### src/rv32_pkg.sv
package rv32_pkg;

    // *************************************************************************
    // Widths
    // *************************************************************************
    localparam int XLEN       = 32;
    localparam int REG_ADDR_W = 5;
    localparam int NUM_REGS   = 32;

    // *************************************************************************
    // Instruction encodings
    // *************************************************************************
    typedef enum logic [6:0] {
        OPCODE_LUI    = 7'b0110111,
        OPCODE_AUIPC  = 7'b0010111,
        OPCODE_JAL    = 7'b1101111,
        OPCODE_JALR   = 7'b1100111,
        OPCODE_BRANCH = 7'b1100011,
        OPCODE_OP_IMM = 7'b0010011,
        OPCODE_OP     = 7'b0110011
    } opcode_e;

    localparam logic [2:0] FUNCT3_JALR    = 3'b000;

    localparam logic [2:0] FUNCT3_BEQ     = 3'b000;
    localparam logic [2:0] FUNCT3_BNE     = 3'b001;
    localparam logic [2:0] FUNCT3_BLT     = 3'b100;
    localparam logic [2:0] FUNCT3_BGE     = 3'b101;
    localparam logic [2:0] FUNCT3_BLTU    = 3'b110;
    localparam logic [2:0] FUNCT3_BGEU    = 3'b111;

    localparam logic [2:0] FUNCT3_ADD_SUB = 3'b000;
    localparam logic [2:0] FUNCT3_SLL     = 3'b001;
    localparam logic [2:0] FUNCT3_SLT     = 3'b010;
    localparam logic [2:0] FUNCT3_SLTU    = 3'b011;
    localparam logic [2:0] FUNCT3_XOR     = 3'b100;
    localparam logic [2:0] FUNCT3_SRL_SRA = 3'b101;
    localparam logic [2:0] FUNCT3_OR      = 3'b110;
    localparam logic [2:0] FUNCT3_AND     = 3'b111;

    localparam logic [6:0] FUNCT7_ZERO    = 7'b0000000;
    localparam logic [6:0] FUNCT7_SUB_SRA = 7'b0100000;

    // *************************************************************************
    // Execute stage control
    // *************************************************************************
    typedef enum logic [3:0] {
        ALU_OP_ADD_SUB = 4'd0,
        ALU_OP_SLL     = 4'd1,
        ALU_OP_SLT     = 4'd2,
        ALU_OP_SLTU    = 4'd3,
        ALU_OP_XOR     = 4'd4,
        ALU_OP_SRL_SRA = 4'd5,
        ALU_OP_OR      = 4'd6,
        ALU_OP_AND     = 4'd7,
        ALU_OP_SRC2    = 4'd8,
        ALU_OP_SRC1P4  = 4'd9
    } alu_op_e;

    typedef enum logic {ALU_SRC1_REG = 1'b0, ALU_SRC1_PC = 1'b1} alu_src1_e;
    typedef enum logic {ALU_SRC2_REG = 1'b0, ALU_SRC2_IMM = 1'b1} alu_src2_e;

    typedef enum logic [1:0] {
        BRANCH_OP_NEVER    = 2'd0,
        BRANCH_OP_ZERO     = 2'd1,
        BRANCH_OP_NON_ZERO = 2'd2,
        BRANCH_OP_ALWAYS   = 2'd3
    } branch_op_e;

    typedef enum logic {BRANCH_PC_SRC_IMM = 1'b0, BRANCH_PC_SRC_REG = 1'b1} branch_pc_src_e;

    typedef enum logic [2:0] {
        IMM_FMT_I     = 3'd0,
        IMM_FMT_B     = 3'd1,
        IMM_FMT_U     = 3'd2,
        IMM_FMT_J     = 3'd3,
        IMM_FMT_SHAMT = 3'd4,
        IMM_FMT_NONE  = 3'd5
    } imm_fmt_e;

    typedef struct packed {
        logic                  valid;
        alu_op_e               alu_op;
        logic                  alu_sub_sra;   // Subtract, or arithmetic shift.
        alu_src1_e             alu_src1;
        alu_src2_e             alu_src2;
        branch_op_e            branch_op;
        branch_pc_src_e        branch_pc_src;
        logic [REG_ADDR_W-1:0] rd;
        logic                  rd_writeback;
    } ctrl_t;

    typedef struct packed {
        logic                  en;
        logic [REG_ADDR_W-1:0] rd;
        logic [XLEN-1:0]       value;
    } wb_t;

    localparam ctrl_t CTRL_DEFAULT = '{
        valid:         1'b0,
        alu_op:        ALU_OP_SRC2,
        alu_sub_sra:   1'b0,
        alu_src1:      ALU_SRC1_REG,
        alu_src2:      ALU_SRC2_REG,
        branch_op:     BRANCH_OP_NEVER,
        branch_pc_src: BRANCH_PC_SRC_IMM,
        rd:            '0,
        rd_writeback:  1'b0
    };

endpackage

### src/rv32_regs.sv
module rv32_regs
    import rv32_pkg::*;
(
    input  logic                  clk,
    input  logic [REG_ADDR_W-1:0] rs1_i,
    input  logic [REG_ADDR_W-1:0] rs2_i,
    input  wb_t                   wb_i,
    output logic [XLEN-1:0]       rs1_value_o,
    output logic [XLEN-1:0]       rs2_value_o
);

    logic [XLEN-1:0] regs_q [NUM_REGS];

    // Read port with x0 forced to zero and writeback forwarding.
    function automatic logic [XLEN-1:0] read_port(input logic [REG_ADDR_W-1:0] addr);
        logic [XLEN-1:0] value;
        if (addr == '0) begin
            value = '0;
        end else if (wb_i.en && (wb_i.rd == addr)) begin
            value = wb_i.value;   // Same-edge write wins.
        end else begin
            value = regs_q[addr];
        end
        return value;
    endfunction

    always_ff @(posedge clk) begin
        if (wb_i.en && (wb_i.rd != '0)) begin
            regs_q[wb_i.rd] <= wb_i.value;
        end
    end

    always_ff @(posedge clk) begin
        rs1_value_o <= read_port(rs1_i);
        rs2_value_o <= read_port(rs2_i);
    end

endmodule

### src/rv32_imm_gen.sv
module rv32_imm_gen
    import rv32_pkg::*;
(
    input  logic [XLEN-1:0] instr_i,
    input  imm_fmt_e        fmt_i,
    output logic [XLEN-1:0] imm_o
);

    logic            sign;
    logic [XLEN-1:0] imm_i;
    logic [XLEN-1:0] imm_b;
    logic [XLEN-1:0] imm_u;
    logic [XLEN-1:0] imm_j;
    logic [XLEN-1:0] imm_shamt;

    assign sign      = instr_i[31];
    assign imm_i     = {{21{sign}}, instr_i[30:20]};
    assign imm_b     = {{20{sign}}, instr_i[7], instr_i[30:25], instr_i[11:8], 1'b0};
    assign imm_u     = {instr_i[31:12], 12'b0};
    assign imm_j     = {{12{sign}}, instr_i[19:12], instr_i[20], instr_i[30:21], 1'b0};
    assign imm_shamt = {{(XLEN-REG_ADDR_W){1'b0}}, instr_i[24:20]};   // Rs2 field.

    always_comb begin
        case (fmt_i)
            IMM_FMT_I:     imm_o = imm_i;
            IMM_FMT_B:     imm_o = imm_b;
            IMM_FMT_U:     imm_o = imm_u;
            IMM_FMT_J:     imm_o = imm_j;
            IMM_FMT_SHAMT: imm_o = imm_shamt;
            default:       imm_o = '0;
        endcase
    end

endmodule

### src/rv32_ctrl_decode.sv
module rv32_ctrl_decode
    import rv32_pkg::*;
(
    input  logic            clk,
    input  logic            rst_i,
    input  logic [XLEN-1:0] pc_i,
    input  logic [XLEN-1:0] instr_i,
    output imm_fmt_e        imm_fmt_o,
    input  logic [XLEN-1:0] imm_i,
    output ctrl_t           ctrl_o,
    output logic [XLEN-1:0] pc_o,
    output logic [XLEN-1:0] imm_o
);

    opcode_e               opcode;
    logic [2:0]            funct3;
    logic [6:0]            funct7;
    logic [REG_ADDR_W-1:0] rd;
    logic                  legal;
    alu_op_e               grp_op;
    logic                  grp_sub;
    ctrl_t                 ctrl_d;

    assign opcode = opcode_e'(instr_i[6:0]);
    assign funct3 = instr_i[14:12];
    assign funct7 = instr_i[31:25];
    assign rd     = instr_i[11:7];

    // *************************************************************************
    // Legal encoding table
    // *************************************************************************
    always_comb begin
        casez ({opcode, funct3, funct7})
            {OPCODE_LUI,    3'b???,         7'b???????},
            {OPCODE_AUIPC,  3'b???,         7'b???????},
            {OPCODE_JAL,    3'b???,         7'b???????},
            {OPCODE_JALR,   FUNCT3_JALR,    7'b???????},
            {OPCODE_BRANCH, FUNCT3_BEQ,     7'b???????},
            {OPCODE_BRANCH, FUNCT3_BNE,     7'b???????},
            {OPCODE_BRANCH, FUNCT3_BLT,     7'b???????},
            {OPCODE_BRANCH, FUNCT3_BGE,     7'b???????},
            {OPCODE_BRANCH, FUNCT3_BLTU,    7'b???????},
            {OPCODE_BRANCH, FUNCT3_BGEU,    7'b???????},
            {OPCODE_OP_IMM, FUNCT3_ADD_SUB, 7'b???????},
            {OPCODE_OP_IMM, FUNCT3_SLT,     7'b???????},
            {OPCODE_OP_IMM, FUNCT3_SLTU,    7'b???????},
            {OPCODE_OP_IMM, FUNCT3_XOR,     7'b???????},
            {OPCODE_OP_IMM, FUNCT3_OR,      7'b???????},
            {OPCODE_OP_IMM, FUNCT3_AND,     7'b???????},
            {OPCODE_OP_IMM, FUNCT3_SLL,     FUNCT7_ZERO},
            {OPCODE_OP_IMM, FUNCT3_SRL_SRA, FUNCT7_ZERO},
            {OPCODE_OP_IMM, FUNCT3_SRL_SRA, FUNCT7_SUB_SRA},
            {OPCODE_OP,     FUNCT3_ADD_SUB, FUNCT7_ZERO},
            {OPCODE_OP,     FUNCT3_ADD_SUB, FUNCT7_SUB_SRA},
            {OPCODE_OP,     FUNCT3_SLL,     FUNCT7_ZERO},
            {OPCODE_OP,     FUNCT3_SLT,     FUNCT7_ZERO},
            {OPCODE_OP,     FUNCT3_SLTU,    FUNCT7_ZERO},
            {OPCODE_OP,     FUNCT3_XOR,     FUNCT7_ZERO},
            {OPCODE_OP,     FUNCT3_SRL_SRA, FUNCT7_ZERO},
            {OPCODE_OP,     FUNCT3_SRL_SRA, FUNCT7_SUB_SRA},
            {OPCODE_OP,     FUNCT3_OR,      FUNCT7_ZERO},
            {OPCODE_OP,     FUNCT3_AND,     FUNCT7_ZERO}: legal = 1'b1;
            default:                                      legal = 1'b0;
        endcase
    end

    // ALU group shared by OP and OP_IMM.
    always_comb begin
        grp_op  = ALU_OP_ADD_SUB;
        grp_sub = 1'b0;
        case (funct3)
            FUNCT3_ADD_SUB: grp_sub = (opcode == OPCODE_OP) && (funct7 == FUNCT7_SUB_SRA);
            FUNCT3_SLL:     grp_op = ALU_OP_SLL;
            FUNCT3_SLT: begin
                grp_op  = ALU_OP_SLT;
                grp_sub = 1'b1;
            end
            FUNCT3_SLTU: begin
                grp_op  = ALU_OP_SLTU;
                grp_sub = 1'b1;
            end
            FUNCT3_XOR:     grp_op = ALU_OP_XOR;
            FUNCT3_SRL_SRA: begin
                grp_op  = ALU_OP_SRL_SRA;
                grp_sub = (funct7 == FUNCT7_SUB_SRA);
            end
            FUNCT3_OR:      grp_op = ALU_OP_OR;
            FUNCT3_AND:     grp_op = ALU_OP_AND;
        endcase
    end

    // *************************************************************************
    // Per-class control
    // *************************************************************************
    always_comb begin
        ctrl_d    = CTRL_DEFAULT;
        imm_fmt_o = IMM_FMT_NONE;
        case (opcode)
            OPCODE_LUI: begin
                ctrl_d.alu_src2     = ALU_SRC2_IMM;   // Pass immediate.
                ctrl_d.rd_writeback = 1'b1;
                imm_fmt_o           = IMM_FMT_U;
            end
            OPCODE_AUIPC: begin
                ctrl_d.alu_op       = ALU_OP_ADD_SUB;
                ctrl_d.alu_src1     = ALU_SRC1_PC;
                ctrl_d.alu_src2     = ALU_SRC2_IMM;
                ctrl_d.rd_writeback = 1'b1;
                imm_fmt_o           = IMM_FMT_U;
            end
            OPCODE_JAL, OPCODE_JALR: begin
                ctrl_d.alu_op       = ALU_OP_SRC1P4;   // Link address.
                ctrl_d.alu_src1     = ALU_SRC1_PC;
                ctrl_d.branch_op    = BRANCH_OP_ALWAYS;
                ctrl_d.rd_writeback = 1'b1;
                if (opcode == OPCODE_JALR) begin
                    ctrl_d.branch_pc_src = BRANCH_PC_SRC_REG;
                    imm_fmt_o            = IMM_FMT_I;
                end else begin
                    imm_fmt_o = IMM_FMT_J;
                end
            end
            OPCODE_BRANCH: begin
                ctrl_d.alu_sub_sra = 1'b1;   // Compare by subtraction.
                imm_fmt_o          = IMM_FMT_B;
                case (funct3)
                    FUNCT3_BEQ, FUNCT3_BNE:   ctrl_d.alu_op = ALU_OP_ADD_SUB;
                    FUNCT3_BLT, FUNCT3_BGE:   ctrl_d.alu_op = ALU_OP_SLT;
                    FUNCT3_BLTU, FUNCT3_BGEU: ctrl_d.alu_op = ALU_OP_SLTU;
                    default: ;
                endcase
                case (funct3)
                    FUNCT3_BNE, FUNCT3_BLT, FUNCT3_BLTU: ctrl_d.branch_op = BRANCH_OP_NON_ZERO;
                    default:                             ctrl_d.branch_op = BRANCH_OP_ZERO;
                endcase
            end
            OPCODE_OP_IMM: begin
                ctrl_d.alu_op       = grp_op;
                ctrl_d.alu_sub_sra  = grp_sub;
                ctrl_d.alu_src2     = ALU_SRC2_IMM;
                ctrl_d.rd_writeback = 1'b1;
                if ((funct3 == FUNCT3_SLL) || (funct3 == FUNCT3_SRL_SRA)) begin
                    imm_fmt_o = IMM_FMT_SHAMT;
                end else begin
                    imm_fmt_o = IMM_FMT_I;
                end
            end
            OPCODE_OP: begin
                ctrl_d.alu_op       = grp_op;
                ctrl_d.alu_sub_sra  = grp_sub;
                ctrl_d.rd_writeback = 1'b1;
            end
            default: ;
        endcase
        if (!legal) begin
            ctrl_d    = CTRL_DEFAULT;
            imm_fmt_o = IMM_FMT_NONE;
        end
        ctrl_d.valid = legal;
        ctrl_d.rd    = rd;
    end

    always_ff @(posedge clk) begin
        if (rst_i) begin
            ctrl_o <= CTRL_DEFAULT;
            pc_o   <= '0;
            imm_o  <= '0;
        end else begin
            ctrl_o <= ctrl_d;
            pc_o   <= pc_i;
            imm_o  <= imm_i;
        end
    end

endmodule

### src/rv32_decode_top.sv
module rv32_decode_top
    import rv32_pkg::*;
(
    input  logic            clk,
    input  logic            rst_i,
    input  logic [XLEN-1:0] pc_i,
    input  logic [XLEN-1:0] instr_i,
    input  wb_t             wb_i,
    output ctrl_t           ctrl_o,
    output logic [XLEN-1:0] pc_o,
    output logic [XLEN-1:0] imm_o,
    output logic [XLEN-1:0] rs1_value_o,
    output logic [XLEN-1:0] rs2_value_o
);

    logic [REG_ADDR_W-1:0] rs1;
    logic [REG_ADDR_W-1:0] rs2;
    imm_fmt_e              imm_fmt;
    logic [XLEN-1:0]       imm;

    assign rs1 = instr_i[19:15];
    assign rs2 = instr_i[24:20];

    rv32_regs u_regs (
        .clk         (clk),
        .rs1_i       (rs1),
        .rs2_i       (rs2),
        .wb_i        (wb_i),
        .rs1_value_o (rs1_value_o),
        .rs2_value_o (rs2_value_o)
    );

    rv32_imm_gen u_imm_gen (
        .instr_i (instr_i),
        .fmt_i   (imm_fmt),
        .imm_o   (imm)
    );

    rv32_ctrl_decode u_ctrl_decode (
        .clk       (clk),
        .rst_i     (rst_i),
        .pc_i      (pc_i),
        .instr_i   (instr_i),
        .imm_fmt_o (imm_fmt),
        .imm_i     (imm),
        .ctrl_o    (ctrl_o),
        .pc_o      (pc_o),
        .imm_o     (imm_o)
    );

endmodule

### config.mk
export PLATFORM = sky130hd
export DESIGN_NAME = rv32_decode_top
export DESIGN_NICKNAME = d
export VERILOG_FILES = /design/src/rv32_pkg.sv /design/src/rv32_regs.sv /design/src/rv32_imm_gen.sv /design/src/rv32_ctrl_decode.sv /design/src/rv32_decode_top.sv
export SDC_FILE = /design/constraint.sdc
export NUM_CORES = 1
export LEC_CHECK = 0
export ABC_AREA = 1
export BUFFER_PORTS_ARGS = -buffer_cell sky130_fd_sc_hd__buf_4
export CELL_PAD_IN_SITES_DETAIL_PLACEMENT = 2
export CELL_PAD_IN_SITES_GLOBAL_PLACEMENT = 2
export CORE_MARGIN = 3
export CORE_UTILIZATION = 35
export CTS_CLUSTER_SIZE = 10
export DETAILED_ROUTE_END_ITERATION = 8
export PLACE_DENSITY = 0.81
export SLEW_MARGIN = 20
export SYNTH_ARGS = -nofsm -noshare
export SYNTH_HDL_FRONTEND = slang
export SYNTH_SLANG_ARGS = --single-unit
### constraint.sdc
create_clock -name clk -period 3 [get_ports clk]
set_input_delay 0.6 -clock clk [delete_from_list [all_inputs] [get_ports clk]]
set_output_delay 0.6 -clock clk [all_outputs]
set_load 0.02 [all_outputs]
==> impl_metrics.yaml <==
timing:
  tns_ps: 0
  tightest_slew_ps: 1050
  hold_viol: 0
  hold-worst-slack_ps: 44.0
  relSlewSlack_pct: 29.8
  fmax_mhz: 432
  finClkSkew_ps: 30.5
  setup_ws_ps: 687
  setup_viol: 0
  rsz0062_at_grt: "no"
  period_minus_slack_ps: 2310
  finalCritPeriodShare_pct: 77.1
  finalMaxSlewViolations: 0
logic_synthesis:
  synthSimpleGateAreaFrac_pct: 13.1
  syn-cell-area_um2: 55400
  synth_compound_area_share_pct: 18.2
  synth_xor_area_share_pct: 0.0948
  synthFlopType: "edfxtp_1"
  synth_top_family_by_area: "compound AO/OA/AOI/OAI gates"
  synth_edf_count: 1024
  seq_area_frac_synth_pct: 60.7
  async_flop_share_pct: 0
  yosys.area_share.adder_pct: 0
  syn_area_per_cell_um2: 9.80
  yosysWarnings: 0
  synth_top_area_share_pct: 55.5
  synth_seq_cells: 1169
  syn_inst: 5659
  yosysTopAreaCell: "edfxtp_1"
  synth.mux.area_fraction_pct: 0.199
  synth_cell_types: 44
  synth.area.top_cells: "edfxtp_1 55%, nand2_1 6.5%, o21ai_0 6.1%, dfxtp_1 5.2%, a21oi_1 4.5%"
finish:
  final_util_pct: 41.2
  post_route_cells_drive_above_1_share_pct: 11.7
  nets: 5952
  seq_area_um2: 33700
  area_growth_pct: 16.5
  multi_input_area_um2: 17900
  nFillCells: 16600
  stdcell_count: 8015
  most-common-layout-cells: "1024 x edfxtp_1, 951 x nand2_1, 673 x o21ai_0"
  design_area_um2: 64600
  final_common_cell: "edfxtp_1"
worst_setup_path:
  cp_max_fo: 1
  arrival_ps: 1710
  cp_cell_sequence: "buf_4"
  critPathLaunchType: "flop"
  crit_required_ps: 2400
  criticalPathCategory: "reg -> out"
  path_delay_family: "flip-flops"
  crit_path_max_incr_delay_ps: 690
  critPathSlowestCell: "dfxtp_1"
  crit_buf_inv: 1
  crit_path_end_kind: "output pin"
clocking:
  clk_latency_ps: 790
  postCtsSetupBuffers: 0
  cts_buffers: 141
  clkSlewWorstSetupHoldPaths_ps: 60
  root_buffer: "clkbuf_16"
  clock-sinks: 1169
  holdBufCountCts: 5
  cts_resized: 0
  htreeDepth: 4
  cts_tree: "built"
  clockBufferDepth: 3
global_route:
  grt_pass1_vias: 51600
  grt_overflow: 0
  globalRouteTotalUtil_pct: 29.1
  antenna_found_initial: 7
  grt_max_degree: 193
  grt_pass1_wl_mm: 353
route:
  wl_per_cell_um: 30.4
  firstDrtPassIters: 6
  drtIter0Drc: 5674
  postRouteAntennaNets: 0
  vias: 48500
  drt-total-wl_mm: 244
  drcViolationCount: 0
  viasPerCell: 6.05
floorplanning:
  die_height_um: 404
  rows: 145
  fp.dieW_um: 404
  ioPinCount: 249
  start_util_pct: 35.4
  fp.dieArea_um2: 163000
  fp.coreArea_um2: 157000
placed_design:
  dpl_worst_slack_ps: 159
  placed_cell_area_um2: 60300
  dp_hpwl_mm: 146
  dpl.cell_count: 7758
  port_buffers: 248
  gp_congestion: 0.838
power_and_ir_drop:
  p_leak_nw: 23.8
  power_mw: 38.8
  power.density_nw_per_um2: 601
  peakVddDrop_mv: 0.533
outcome:
  outcome: "finished, final reports clean"
worst_hold_path:
  hp-class: "in -> reg"
run:
  cap_violations: 0
[layout make-up]
cell class,instances,area share (%)
Antenna cell,3,0.0116
Clock buffer,226,6.12
Clock inverter,23,0.407
Inverter,515,3.02
Multi-Input combinational cell,3563,27.7
Sequential cell,1169,52.1
Tap cell,2058,3.99
Timing Repair Buffer,458,6.67
[state kept, by name, indices dropped and copies added, names as in the netlist]
register and flops:
u_ctrl_decode.imm_o 32, u_regs.rs1_value_o 32, u_ctrl_decode.pc_o 32, u_regs.regs_q 1024, u_regs.rs2_value_o 32, u_ctrl_decode.ctrl_o 17
[layer usage]
metal / GRT usage (%) / wire length [um] / share of wire (%) / up-vias
met3: 4.54 / 19300 / 7.9 / 578
met5: 0 / 0 / 0 / -
met1: 37.2 / 96100 / 39 / 25100
li1: - / - / - / 20400
met4: 13.9 / 12400 / 5.1 / 0
met2: 48.2 / 116000 / 48 / 2319
[worst paths after layout]
| check | from | endpoint | slack, ps | depth (start not counted) |
|---|---|---|---|---|
| min | pc_i[9] | u_ctrl_decode.pc_o[9] | 40 | 3 |
| min reg2reg | u_regs.regs_q[6][6] | u_regs.rs2_value_o[6] | 850 | 6 |
| max | u_regs.rs1_value_o[20] | rs1_value_o[20] | 690 | 1 |
| max reg2reg | u_regs.regs_q[2][13] | u_regs.rs2_value_o[13] | 1160 | 8 |
[Yosys cell counts, types with 2 or more instances]
cell type and count:
nor3_1 8, or2_2 12, xnor2_1 3, buf_6 52
nor2_1 295, buf_1 62, nand2_1 955, buf_2 136
nor4_1 2, o22ai_1 45, or2_0 2, nor4b_1 5
clkbuf_1 170, a31oi_1 16, nand3b_1 5, buf_8 2
buf_4 19, a21oi_1 497, nand3_1 375, o21ai_0 673
dfxtp_1 145, o211ai_1 317, nor2_2 7, nand3_2 4
inv_2 7, o21a_1 4, nand4_1 51, edfxtp_1 1024
xor2_1 3, nand2_2 3, mux2i_1 11, inv_1 506
o221ai_1 72, o21ai_1 161
[power breakdown]
part	total (mW)	internal (mW)	switching (mW)
registers	18.3	18.0	0.293
logic	4.20	1.21	2.99
clock network	16.3	9.20	7.06
[logic make-up (layout without fill, tap and decap cells)]
group,count (synthesis),after routing
DFF,1169,1169
other,1,35
xor gates and xnor gates,6,6
AOI/OAI and AO/OA,1787,1787
muxes,11,11
buffers and inverters,958,1222
and+or+nand+nor,1727,1727
No activity file was read; power rests on OpenSTA's default activity.
